### config.mk
export PLATFORM = sky130hd
export DESIGN_NAME = mem_channel
export DESIGN_NICKNAME = d
export VERILOG_FILES = /design/src/rtl/lb_cfg_pkg.sv /design/src/rtl/lb_types_pkg.sv /design/src/rtl/tag_fifo.sv /design/src/rtl/mem_channel.sv
export SDC_FILE = /design/constraint.sdc
export NUM_CORES = 1
export LEC_CHECK = 0
export BUFFER_PORTS_ARGS = -buffer_cell sky130_fd_sc_hd__buf_4
export CAP_MARGIN = 40
export CORE_ASPECT_RATIO = 0.9
export CORE_MARGIN = 4
export CORE_UTILIZATION = 45
export CTS_CLUSTER_DIAMETER = 40
export DETAILED_ROUTE_END_ITERATION = 8
export GPL_ROUTABILITY_DRIVEN = 1
export PLACE_DENSITY_LB_ADDON = 0.1
export SLEW_MARGIN = 20
export SYNTH_ARGS = -nofsm -noshare
export SYNTH_HDL_FRONTEND = slang
export SYNTH_HIERARCHICAL = 1
export SYNTH_SLANG_ARGS = --single-unit
### constraint.sdc
create_clock -name clk -period 11.75 [get_ports clk]
set_clock_uncertainty 0.1 [all_clocks]
set_input_delay 1.7625 -clock clk [delete_from_list [all_inputs] [get_ports clk]]
set_output_delay 1.7625 -clock clk [all_outputs]
set_load 0.02 [all_outputs]
### src/rtl/lb_cfg_pkg.sv
// sizing constants; REQ_DEPTH must equal 2**SEQ_W so that sequence tags never alias
package lb_cfg_pkg;

    // requester ports and memory channels
    localparam int NUM_PORTS = 4;
    localparam int NUM_CH = 4;

    // payload widths
    localparam int ADDR_W = 48;
    localparam int DATA_W = 64;
    localparam int SEQ_W = 3;
    localparam int PORT_W = 2;

    // queue depths, REQ_DEPTH doubles as per-port credit
    localparam int REQ_DEPTH = 8;
    localparam int TAG_DEPTH = 8;
    localparam int POST_DEPTH = 4;

    // served counters wrap after 2**SERVE_W dispatches
    localparam int SERVE_W = 32;

endpackage

### src/rtl/lb_types_pkg.sv
// payload structs; field widths follow lb_cfg_pkg, which must be compiled first
package lb_types_pkg;

    // one queued read as it sits in a port queue
    typedef struct packed {
        logic [lb_cfg_pkg::ADDR_W-1:0] addr;
        logic [lb_cfg_pkg::SEQ_W-1:0]  seq;
    } req_t;

    // identifies the owner of an in-flight read
    typedef struct packed {
        logic [lb_cfg_pkg::PORT_W-1:0] port;
        logic [lb_cfg_pkg::SEQ_W-1:0]  seq;
    } tag_t;

    // returned beat paired with its tag
    typedef struct packed {
        tag_t                          tag;
        logic [lb_cfg_pkg::DATA_W-1:0] data;
    } resp_t;

endpackage

### src/rtl/tag_fifo.sv
// DEPTH must be a power of two; a write while full or a read while empty is ignored
module tag_fifo #(
    parameter type T = logic [7:0],
    parameter int DEPTH = 8
) (
    input  logic clk,
    input  logic rstn,
    input  logic wr_en,
    input  T     wr_data,
    input  logic rd_en,
    output T     rd_data,
    output logic empty,
    output logic full
);

    T mem [DEPTH];

    // one extra msb tells full from empty
    logic [$clog2(DEPTH):0] wr_ptr;
    logic [$clog2(DEPTH):0] rd_ptr;
    logic do_wr;
    logic do_rd;

    assign empty = (wr_ptr == rd_ptr);
    assign full = (wr_ptr[$clog2(DEPTH)] != rd_ptr[$clog2(DEPTH)]) &&
                  (wr_ptr[$clog2(DEPTH)-1:0] == rd_ptr[$clog2(DEPTH)-1:0]);
    assign do_wr = wr_en & ~full;
    assign do_rd = rd_en & ~empty;

    // show-ahead head
    assign rd_data = mem[rd_ptr[$clog2(DEPTH)-1:0]];

    always_ff @(posedge clk) begin
        if (!rstn) begin
            wr_ptr <= '0;
            rd_ptr <= '0;
        end else begin
            if (do_wr) begin
                wr_ptr <= wr_ptr + 1'b1;
            end
            if (do_rd) begin
                rd_ptr <= rd_ptr + 1'b1;
            end
        end
    end

    always_ff @(posedge clk) begin
        if (do_wr) begin
            mem[wr_ptr[$clog2(DEPTH)-1:0]] <= wr_data;
        end
    end

endmodule

### src/rtl/mem_channel.sv
// memory must return reads in issue order and only for reads it has accepted
module mem_channel (
    input  logic                          clk,
    input  logic                          rstn,
    input  logic                          issue,
    input  lb_types_pkg::tag_t            issue_tag,
    input  logic                          m_r_valid,
    input  logic [lb_cfg_pkg::DATA_W-1:0] m_r_data,
    output logic                          m_r_ready,
    output logic                          idle,
    output logic                          can_take,
    output logic                          post_valid,
    output lb_types_pkg::resp_t           post,
    output logic                          post_full,
    input  logic                          post_pop
);

    lb_types_pkg::tag_t  tag_head;
    lb_types_pkg::resp_t staged;
    logic                tag_empty;
    logic                tag_full;
    logic                post_empty;
    logic                beat;

    assign m_r_ready = ~post_full;
    assign beat = m_r_valid & m_r_ready;
    assign staged = '{tag: tag_head, data: m_r_data};
    assign idle = tag_empty & post_empty;
    assign can_take = ~tag_full;
    assign post_valid = ~post_empty;

    // tags of reads in flight, oldest at the head
    tag_fifo #(
        .T     (lb_types_pkg::tag_t),
        .DEPTH (lb_cfg_pkg::TAG_DEPTH)
    ) u_tag_fifo (
        .clk     (clk),
        .rstn    (rstn),
        .wr_en   (issue),
        .wr_data (issue_tag),
        .rd_en   (beat),
        .rd_data (tag_head),
        .empty   (tag_empty),
        .full    (tag_full)
    );

    // returned beats waiting for the reorder stage
    tag_fifo #(
        .T     (lb_types_pkg::resp_t),
        .DEPTH (lb_cfg_pkg::POST_DEPTH)
    ) u_post_fifo (
        .clk     (clk),
        .rstn    (rstn),
        .wr_en   (beat),
        .wr_data (staged),
        .rd_en   (post_pop),
        .rd_data (post),
        .empty   (post_empty),
        .full    (post_full)
    );

endmodule

=== Yosys cells after proc, flatten, opt, wreduce, memory -nomap -nowiden ===
Memory sizes are Yosys's and may differ from the RTL's. A register that Yosys moved wholly into a read port is not among the register bits.
Cells that the tools add are included.

* Register bits: 14
* Bits in latches: 0
* Bits in writable memories: 316
* Memory bits (read-only): 0
* Output and inout port bits: 74
* Logic and storage cells: 36
* Memories kept: 2

{| class="wikitable"
|+ Memories
! memory !! words !! bits a word !! read ports !! clocked after memory_dff !! wr ports !! RTL line !! source
|-
| u_post_fifo.mem || 4 || 69 || 1 || 1 || 1 || tag_fifo.sv:16 || <nowiki>T mem [DEPTH];</nowiki>
|-
| u_tag_fifo.mem || 8 || 5 || 1 || 1 || 1 || tag_fifo.sv:16 ||
|}

* Add/sub/neg operators: 4
* $mul: 0
* Div/mod/pow operators: 0
* Order comparisons: 0
* Eq/ne operators: 6
* Shifts and indexed selects: 0
* Multiplexer cells: 8
* Bitwise operators: 10
* Reductions and logical operators: 2

{| class="wikitable"
|+ Operator list
! cell !! count
|-
| $add A4 B1 Y4 const B || 2
|-
| $add A3 B1 Y3 const B || 2
|-
| $and A1 B1 Y1 || 6
|-
| $eq A3 B3 Y1 || 2
|-
| $mux W3 || 2
|-
| $eq A4 B4 Y1 || 1
|-
| $mux W1 || 4
|-
| $mux W2 || 2
|-
| $not A1 Y1 || 4
|-
| $eq A2 B2 Y1 || 1
|-
| $logic_and A1 B1 Y1 || 2
|-
| $ne A1 B1 Y1 || 2
|}

=== Depth between registers and ports, before layout ===
Gate-level depths: netlist of the first run.

* Depth after elaboration: 7
* Gate-level depth with buffers: 7

=== Modules after synthesis ===
Netlist of the first run, hierarchy kept.

{| class="wikitable"
|+ Modules (own cells, without submodules)
! module !! times used !! cells an instance !! area an instance (µm²) !! seq. area each (µm²)
|-
| tag_fifo (u_post_fifo) || 1 || 429 || 10502.6 || 8448.1
|-
| tag_fifo (u_tag_fifo) || 1 || 140 || 2280.9 || 1421.4
|-
| mem_channel || 1 || 5 || 23.8 || 0.0
|}

=== Least setup slack after synthesis of the first run ===
Ideal clock, no wire load.

* Path type: input to register
* Start point: in m_r_valid
* End point: mem u_post_fifo/mem[3][0] (netlist name) (enable)
* Setup time: 497 ps
* Data arrival time: 5208 ps
* Data required time: 11153 ps
* Setup slack: 5946 ps
* Stages on the path: 3
* Path through: nor2b_1 -> nand2_1 -> nor2_1

* Word-level cells in the longest chain between the ends: 4

{| class="wikitable"
|+ RTL lines
! element !! RTL line !! source
|-
| start: declaration || mem_channel.sv:7 || <nowiki>input logic m_r_valid,</nowiki>
|-
| $and A1 B1 Y1 || mem_channel.sv:26 || <nowiki>assign beat = m_r_valid & m_r_ready;</nowiki>
|-
| $and A1 B1 Y1 || tag_fifo.sv:27 || <nowiki>assign do_wr = wr_en & ~full;</nowiki>
|-
| $mux W1 || tag_fifo.sv:48 || <nowiki>if (do_wr) begin</nowiki>
|-
| $mux W1 (implied by the code) || tag_fifo.sv:49 || <nowiki>mem[wr_ptr[$clog2(DEPTH)-1:0]] <= wr_data;</nowiki>
|-
| end: declaration || tag_fifo.sv:16 ||
|}

No other way between the ends.

==> flow_metrics.env, run 1 <==
export IMPL_die_h_microns=168
export IMPL_clock_latency_ns=0.52
export IMPL_viasPerCell=5.39
export IMPL_hold_class="flop to flop"
export IMPL_stdcell_count=1153
export IMPL_p_clk_share_pct=35.5
export IMPL_p_sw_mw=1.07
export IMPL_cts_buffers=44
export IMPL_crit_end="post[2]"
export IMPL_start_util_pct=45.7
export IMPL_drive_above_1_share_pct=41.7
export IMPL_cp_cell_sequence="buf_4, buf_16, mux4_2, buf_4"
export IMPL_cp_max_fo=26
export IMPL_p_seq_share_pct=40.9
export IMPL_synth_edf_count=316
export IMPL_grt_use_total_pct=15.8
export IMPL_status="completed"
export IMPL_ir_drop_mv=0.131
export IMPL_synthArstFlopShare_pct=0
export IMPL_via_count=6218
export IMPL_rsz0062_at_grt="false"
export IMPL_post_route_period_util_pct=39.1
export IMPL_grt_pass1_wl_mm=37.9
export IMPL_crit_arrival_ns=2.73
export IMPL_r2r_start="u_post_fifo/wr_ptr[1]"
export IMPL_clockBufferDepth=3
export IMPL_place_inst=1071
export IMPL_boundaryPins=148
export IMPL_postCtsSetupBuffers=0
export IMPL_clock_sinks=335
export IMPL_crit_slowest_cell="dfxtp_4"
export IMPL_wl_per_cell_microns=21.3
export IMPL_post_cts_resized=0
export IMPL_max_clock_freq_ghz=0.218
export IMPL_clk_pin_slew_ns=0.06
export IMPL_crit_path_end_kind="output pin"
export IMPL_start_kind="flop"
export IMPL_ys_seq_area_share_pct=77.1
export IMPL_routed_wl_mm=24.6
export IMPL_syn_area_sq_mm=0.0128
export IMPL_synthFlopType="edfxtp_1"
export IMPL_yosys_warnings=6
export IMPL_synth_nets=655
export IMPL_drc=0
export IMPL_antenna_found_initial=0
export IMPL_drv_slew=0
export IMPL_cts_tree="done"
export IMPL_cts_max_level=2
export IMPL_tightest_slew_ns=0.748
export IMPL_finalSetupViolations=0
export IMPL_crit_family="buffers and inverters"
export IMPL_syn_inst=574
export IMPL_setup_tns_ns=0
export IMPL_dp_hpwl_mm=15.5
export IMPL_fp_dieW_microns=186
export IMPL_hold_buffers=0
export IMPL_crit_type="flop to output pin"
export IMPL_rows=58
export IMPL_ant_nets=0
export IMPL_layout_min_cycle_time_ns=4.60
export IMPL_first_global_vias=6700
export IMPL_worst_r2r_endpoint="u_post_fifo/mem[1][47]"
export IMPL_synthToLayoutAreaGrowth_pct=25.1
export IMPL_relSlewSlack_pct=50.1
export IMPL_utilization_pct=57.2
export IMPL_cp_data_required_time_ns=9.89
export IMPL_die_area_sq_mm=0.0312
export IMPL_max_cap_violations=0
export IMPL_p_per_area_mw_per_mm2=242
export IMPL_final_common_cell="edfxtp_1"
export IMPL_ys_ff_latch=335
export IMPL_port_buffers=147
export IMPL_final_cell_mix="edfxtp_1 (316), buf_4 (154), mux4_2 (79)"
export IMPL_grt_start_max_net_pins=48
export IMPL_gr_total_overflow=0
export IMPL_crit_buf_inv=3
export IMPL_gp_routability_congestion=0.762
export IMPL_dr_pass1_iters=6
export IMPL_cts_root_buf="clkbuf_16"
export IMPL_nets=838
export IMPL_rr_worst_depth=8
export IMPL_path_depth=4
export IMPL_pwr_share_comb_pct=23.6
export IMPL_p_leak_nw=5.43
export IMPL_power_internal_mw=2.81
export IMPL_cpPeakStageDelay_ns=0.67
export IMPL_sw_frac_of_total_pct=27.6
export IMPL_drt_iter0_markers=296
export IMPL_rrSetupSlack_ns=8.25
export IMPL_timing_critical_path_mode_cell="buf_4"
export IMPL_syn_mean_instance_area_sq_um=22.3
export IMPL_ys_types=44
export IMPL_core_area_sq_mm=0.0280
export IMPL_hold_viol=0
-- synth_stat cells (all sizes together), types with 7 or more instances --
cell	instances	share of area, %
edfxtp	316	74
mux4	79	14
dfxtp	19	3.0
buf	15	0.80
nand2	15	0.44
clkbuf	10	0.33
mux2i	10	0.78
inv	8	0.23
ha	7	0.68
nand2b	7	0.34
xnor2	7	0.48
xor2	7	0.63
-- flip-flops by register name (all words and copies together), names as in the netlist, named ones only --
signal,cells
u_post_fifo/mem,276
u_tag_fifo/mem,40
u_tag_fifo/rd_ptr,4
u_tag_fifo/wr_ptr,4
u_post_fifo/rd_ptr,3
u_post_fifo/wr_ptr,3
-- power by group through the flow --
stage | clock, mW | sequential (mW) | combinational, mW
final | 1.38 | 1.59 | 0.915
after global routing | 1.47 | 1.61 | 0.979
after CTS | 1.42 | 1.59 | 0.933
after detailed placement | 0 | 1.62 | 0.931
after global placement | 0 | 1.63 | 0.875
after floorplan | 0 | 1.57 | 0.589
-- routing by layer --
layer / routed length (microns) / share of wire, % / track usage (%)
met3: 1660 / 6.8 / 4.10
met4: 454 / 1.8 / 4.15
met2: 12600 / 51 / 26.8
met1: 9830 / 40 / 20.4
met5: 0 / 0 / 0
-- kinds of logic after synthesis --
family,after synthesis,share of synthesized area (%)
AO/OA/AOI/OAI,25,1.59
XOR/XNOR,14,1.10
adder cells (fa/ha/maj),7,0.684
buffers and inverters,33,1.37
flip-flops,335,77.1
multiplexers,95,15.2
AND/OR/NAND/NOR,65,2.99
-- worst min path at each step --
stage,start,endpoint,slack [ns],depth (start not counted)
final,u_post_fifo/wr_ptr[2],u_post_fifo/wr_ptr[2],0.46,2
after global routing,u_post_fifo/wr_ptr[2],u_post_fifo/wr_ptr[2],0.50,2
after CTS,u_post_fifo/wr_ptr[2],u_post_fifo/wr_ptr[2],0.45,2
after detailed placement,u_post_fifo/wr_ptr[2],u_post_fifo/wr_ptr[2],0.44,2
after global placement,u_post_fifo/wr_ptr[2],u_post_fifo/wr_ptr[2],0.42,2
after floorplan,u_post_fifo/wr_ptr[2],u_post_fifo/wr_ptr[2],0.40,2
-- area by class of cell --
type / instances / area [sq um]
diodes: 1 / 2.50
clock buffers: 53 / 1190
clock inverters: 28 / 372
fillers: 2074 / 12000
inverters: 8 / 30.0
multi-input cells: 206 / 2780
flip-flops and latches: 335 / 9880
well taps: 360 / 450
repair buffers: 162 / 1320
-- tightest hold or removal path, cell delays in order (launching register included) --
cell	delay, ns
dfxtp_1	0.36
nand2_1	0.08
a31oi_1	0.07
-- metrics by stage --
| step | total power, mW | setup slack (ns) | hold slack [ns] | instance area (sq um) |
|---|---|---|---|---|
| 2_1_floorplan | 2.16 | 5.95 | 0.401 | 12800 |
| 3_3_place_gp | 2.50 | 7.44 | 0.421 | 14300 |
| 4_1_cts | 3.94 | 7.00 | 0.451 | 16000 |
| 5_1_grt | 4.06 | 6.88 | 0.498 | 16000 |
| 3_5_place_dp | 2.55 | 7.57 | 0.440 | 14500 |
| 6_report | 3.88 | 7.15 | 0.457 | 16000 |
Note: power is estimated with default switching activity, not from simulation.
==> inputs of run 2 (changes only) <==
Settings changed: ABC_AREA set to 1.
Clock period 11.75 ns to 4.1 ns, I/O delays scaled along.
==> flow_metrics.env, run 2 <==
export IMPL_status="completed"
export IMPL_p_clk_share_pct=40.1
export IMPL_clockBufferDepth=3
export IMPL_die_h_microns=169
export IMPL_dp_hpwl_mm=15.6
export IMPL_dr_pass1_iters=7
export IMPL_yosys_warnings=6
export IMPL_cts_root_buf="clkbuf_16"
export IMPL_clock_sinks=335
export IMPL_die_area_sq_mm=0.0316
export IMPL_viasPerCell=5.17
export IMPL_sw_frac_of_total_pct=26.3
export IMPL_synthFlopType="edfxtp_1"
export IMPL_drt_iter0_markers=415
export IMPL_cts_buffers=43
export IMPL_setup_tns_ns=0
export IMPL_p_leak_nw=5.67
export IMPL_nets=1208
export IMPL_synth_common_cells="edfxtp_1 (316), nor2_1 (198), o21ai_0 (113)"
export IMPL_cp_max_fo=71
export IMPL_ys_types=26
export IMPL_syn_area_sq_mm=0.0130
export IMPL_fp_dieW_microns=187
export IMPL_antenna_found_initial=0
export IMPL_synthToLayoutAreaGrowth_pct=21.5
export IMPL_ant_nets=0
export IMPL_hold_class="primary input to flop"
export IMPL_place_area_sq_mm=0.0143
export IMPL_clock_latency_ns=0.53
export IMPL_post_route_period_util_pct=79.5
export IMPL_yosysTopAreaCell="edfxtp_1"
export IMPL_final_cell_mix="edfxtp_1 (316), nor2_1 (195), buf_4 (158)"
export IMPL_layout_min_cycle_time_ns=3.26
export IMPL_pwr_share_comb_pct=15.8
export IMPL_p_seq_share_pct=44.0
export IMPL_drv_slew=0
export IMPL_largest_reg_flops=276
export IMPL_start_util_pct=46.0
export IMPL_synth_top_cells_by_area="edfxtp_1 (73%), nor2_1 (5.7%), o21ai_0 (4.4%)"
export IMPL_via_count=7868
export IMPL_rsz0062_at_grt="false"
export IMPL_pre_cts_ws_ns=1.26
export IMPL_fill_cells=2362
export IMPL_n_antenna_cell=0
export IMPL_crit_path_end_kind="output pin"
export IMPL_postCtsSetupBuffers=0
export IMPL_crit_type="flop to output pin"
export IMPL_synthArstFlopShare_pct=0
export IMPL_hold_buffers=0
export IMPL_utilization_pct=55.9
export IMPL_first_global_vias=7799
export IMPL_port_buffers=147
export IMPL_cts_tree="done"
export IMPL_syn_inst=974
export IMPL_yosysTopAreaCellShare_pct=73.3
export IMPL_ys_seq_area_share_pct=76.2
export IMPL_max_clock_freq_ghz=0.307
export IMPL_rrSetupSlack_ns=1.29
export IMPL_boundaryPins=148
export IMPL_gp_routability_congestion=0.740
export IMPL_clk_pin_slew_ns=0.06
export IMPL_core_area_sq_mm=0.0282
export IMPL_crit_arrival_ns=2.54
export IMPL_p_per_area_mw_per_mm2=581
export IMPL_grt_use_total_pct=16.9
export IMPL_p_sw_mw=2.40
export IMPL_drc=0
export IMPL_wl_per_cell_microns=17.9
export IMPL_drive_above_1_share_pct=21.4
export IMPL_synth_nets=1055
export IMPL_final_common_cell="edfxtp_1"
export IMPL_power_internal_mw=6.75
export IMPL_synth_edf_count=316
export IMPL_power_mw=9.15
export IMPL_yosysMostFrequentCell="edfxtp_1"
export IMPL_hold_viol=0
export IMPL_finalSetupViolations=0
export IMPL_grt_start_max_net_pins=72
export IMPL_post_cts_resized=0
export IMPL_gr_total_overflow=0
export IMPL_relSlewSlack_pct=48.4
export IMPL_start_kind="flop"
export IMPL_ir_drop_mv=0.361
export IMPL_grt_pass1_wl_mm=42.9
export IMPL_max_cap_violations=0
export IMPL_design_area_sq_mm=0.0157
export IMPL_cts_max_level=2
export IMPL_cp_data_required_time_ns=3.38
export IMPL_ys_ff_latch=335
export IMPL_routed_wl_mm=27.2
export IMPL_tightest_slew_ns=0.773
export IMPL_rows=58
export IMPL_syn_mean_instance_area_sq_um=13.3
export IMPL_postLayoutSetupSlackWorst_ns=0.841
==> run 2: changes by cell type in the layout (fill, tap and decap cells not counted), sizes merged, moves of 7 or more <==
cell	before	now
clkinv	8	16
o21ai	4	168
nand2	15	67
xnor2	7	0
nand2b	7	0
nor2	4	200
xor2	7	0
a21oi	2	15
mux2i	10	0
inv	16	43
nand3	6	18
mux4	79	0
o22ai	0	69
==> run 2: final timing paths <==
path / start / cells past startpoint / end
worst max-delay path: flop / 5 / post[57]
worst min-delay path: m_r_data[10] / 1 / u_post_fifo/mem[2][10]
worst max register to register: u_post_fifo/wr_ptr[0] / 9 / u_post_fifo/mem[2][27]
worst min register to register: u_tag_fifo/rd_ptr[3] / 2 / u_tag_fifo/rd_ptr[3]
==> run 2: critical path: stages, from the launching register on <==
cell and delay [ns]:
dfxtp_4 0.47, inv_4 0.59, buf_12 0.36, o21ai_0 0.12
o22ai_1 0.25, buf_4 0.20
==> run 2: per-stage QoR <==
step | instances | hold WS (ns)
after floorplan | 974 | 0.396
after global placement | 1442 | 0.421
after detailed placement | 1442 | 0.437
after CTS | 1521 | 0.162
after global routing | 1521 | 0.166
final | 1521 | 0.183
==> run 2: area by class of cell <==
type	count	area [sq um]	share of cell area [%]
repair buffers	160	1230	7.79
inverters	42	160	1.02
clock buffers	51	1130	7.16
flip-flops and latches	335	9870	62.7
clock inverters	28	300	1.91
well taps	360	450	2.86
multi-input cells	545	2600	16.5
==> run 2: power by group through the flow <==
| stage | registers [mW] | clock network (mW) | logic [mW] |
|---|---|---|---|
| 3_3_place_gp | 4.10 | 0 | 1.47 |
| 5_1_grt | 4.05 | 3.90 | 1.60 |
| 4_1_cts | 4.03 | 3.75 | 1.48 |
| 3_5_place_dp | 4.10 | 0 | 1.48 |
| 2_1_floorplan | 4.07 | 0 | 0.908 |
| 6_report | 4.03 | 3.67 | 1.45 |
==> run 2: cell families after synthesis <==
family,Yosys count,share of synthesized area [%]
AO/OA/AOI/OAI,252,10.4
AND/OR/NAND/NOR,286,8.82
adder cells (fa/ha/maj),7,0.676
flip-flops,335,76.2
buffers and inverters,94,3.87
==> run 2: per-layer routing <==
metal / track usage [%] / part of all wire, % / up-vias
li1: - / - / 3858
met3: 3.53 / 5.1 / 47
met2: 28.1 / 47 / 179
met5: 0 / 0 / -
met1: 22.8 / 46 / 3784
met4: 4.79 / 1.9 / 0
==> inputs of run 3 (changes only) <==
Clock period 4.1 ns to 3.4 ns, I/O delays scaled along.
==> flow_metrics.env, run 3 (synthesis gave the netlist of run 2 again) <==
export IMPL_first_global_vias=7884
export IMPL_clk_pin_slew_ns=0.06
export IMPL_synthToLayoutAreaGrowth_pct=21.9
export IMPL_tightest_slew_ns=0.677
export IMPL_final_common_cell="edfxtp_1"
export IMPL_gr_total_overflow=0
export IMPL_boundaryPins=148
export IMPL_n_antenna_cell=0
export IMPL_cts_max_level=2
export IMPL_rrSetupSlack_ns=1.03
export IMPL_multi_input_area_sq_mm=0.00260
export IMPL_status="completed"
export IMPL_ant_nets=0
export IMPL_hold_viol=0
export IMPL_port_buffers=147
export IMPL_cts_tree="done"
export IMPL_gp_routability_congestion=0.716
export IMPL_dr_pass1_iters=4
export IMPL_drv_slew=0
export IMPL_fp_dieW_microns=187
export IMPL_p_leak_nw=5.71
export IMPL_clockBufferDepth=3
export IMPL_relSlewSlack_pct=54.9
export IMPL_grt_pass1_wl_mm=43.6
export IMPL_setup_tns_ns=0
export IMPL_largest_reg_flops=276
export IMPL_antenna_found_initial=0
export IMPL_cts_root_buf="clkbuf_16"
export IMPL_finalSetupViolations=0
export IMPL_postCtsSetupBuffers=0
export IMPL_drc=0
export IMPL_clock_latency_ns=0.52
export IMPL_hp_start="m_r_data[39]"
export IMPL_layout_min_cycle_time_ns=3.00
export IMPL_crit_type="flop to output pin"
export IMPL_fill_cells=2383
export IMPL_hold_buffers=0
export IMPL_register_area_sq_mm=0.00987
export IMPL_routed_wl_mm=27.2
export IMPL_grt_use_total_pct=17.2
export IMPL_cp_data_required_time_ns=2.79
export IMPL_post_route_period_util_pct=88.2
export IMPL_min_delay_path_depth=1
export IMPL_die_h_microns=169
export IMPL_ir_drop_mv=0.439
export IMPL_dp_hpwl_mm=15.9
export IMPL_max_cap_violations=0
export IMPL_crit_arrival_ns=2.39
export IMPL_cp_max_fo=67
export IMPL_post_cts_resized=0
export IMPL_fin_hold_ws_ns=0.0810
export IMPL_hold_class="primary input to flop"
export IMPL_worst_r2r_endpoint="u_post_fifo/mem[3][18]"
export IMPL_whs_endpoint="u_post_fifo/mem[1][39]"
export IMPL_final_cell_mix="edfxtp_1 (316), nor2_1 (195), buf_4 (161)"
export IMPL_rsz0062_at_grt="false"
export IMPL_nets=1213
export IMPL_start_kind="flop"
export IMPL_cts_buffers=43
export IMPL_clock_sinks=335
export IMPL_drive_above_1_share_pct=21.9
export IMPL_core_area_sq_mm=0.0282
export IMPL_max_clock_freq_ghz=0.334
export IMPL_drt_iter0_markers=448
export IMPL_viasPerCell=5.16
export IMPL_r2r_start="u_post_fifo/wr_ptr[0]"
export IMPL_via_count=7885
export IMPL_grt_start_max_net_pins=95
export IMPL_rr_worst_depth=12
export IMPL_start_util_pct=46.0
export IMPL_p_per_area_mw_per_mm2=696
export IMPL_crit_path_end_kind="output pin"
export IMPL_rows=58
export IMPL_die_area_sq_mm=0.0316
export IMPL_wl_per_cell_microns=17.8
run 3: cell count changes in the layout (fill, tap and decap cells not counted), sizes merged:
cell | before | now
inv | 43 | 49
clkinv | 16 | 18
buf | 160 | 165
clkbuf | 51 | 48
clkinvlp | 6 | 3
bufinv | 5 | 4
run 3: cell type report:
type	instances	share of cell area [%]
flip-flops and latches	335	62.5
multi-input cells	545	16.5
repair buffers	165	8.16
clock buffers	48	6.93
well taps	360	2.85
clock inverters	32	2.02
inverters	42	1.01
run 3: through the flow:
step | util (%) | total power [mW] | std cells | cell area [sq um] | setup slack (ns)
after floorplan | - | 6.00 | 974 | 13000 | -0.307
after global placement | 51.1 | 6.73 | 1447 | 14400 | 0.909
after detailed placement | 51.1 | 6.74 | 1447 | 14400 | 0.887
after CTS | 56.1 | 11.1 | 1527 | 15800 | 0.312
after global routing | 56.1 | 11.5 | 1527 | 15800 | 0.262
final | 56.1 | 11.0 | 1527 | 15800 | 0.402
run 3: how the worst max path moves through the flow:
stage | startpoint | end | slack [ns] | depth (start not counted)
after detailed placement | flop | post[64] | 0.89 | 4
final | flop | post[59] | 0.40 | 4
after floorplan | u_post_fifo/wr_ptr[0] | u_post_fifo/mem[0][0] | -0.31 | 8
after CTS | flop | post[64] | 0.31 | 4
after global placement | flop | post[64] | 0.91 | 4
after global routing | flop | post[55] | 0.26 | 4
run 3: routing by layer:
layer | track usage, % | part of all wire [%] | routed length [microns] | vias up
met4 | 5.37 | 2.0 | 556 | 0
met1 | 23.9 | 47 | 12900 | 3813
met3 | 3.57 | 4.3 | 1170 | 36
met5 | 0 | 0 | 0 | -
met2 | 27.9 | 46 | 12600 | 161
li1 | - | - | - | 3875
run 3: worst max-delay path, cell delays in order, from the launching register on:
cell     delay [ns]
dfxtp_4        0.50
buf_4          0.59
o21ai_0        0.19
o22ai_1        0.34
buf_4          0.21
run 3: power by group:
group	total (mW)	internal, mW	switching [mW]
registers	4.85	4.76	0.0922
clock network	4.37	2.67	1.70
logic	1.77	0.625	1.15
total	11.0	8.06	2.94
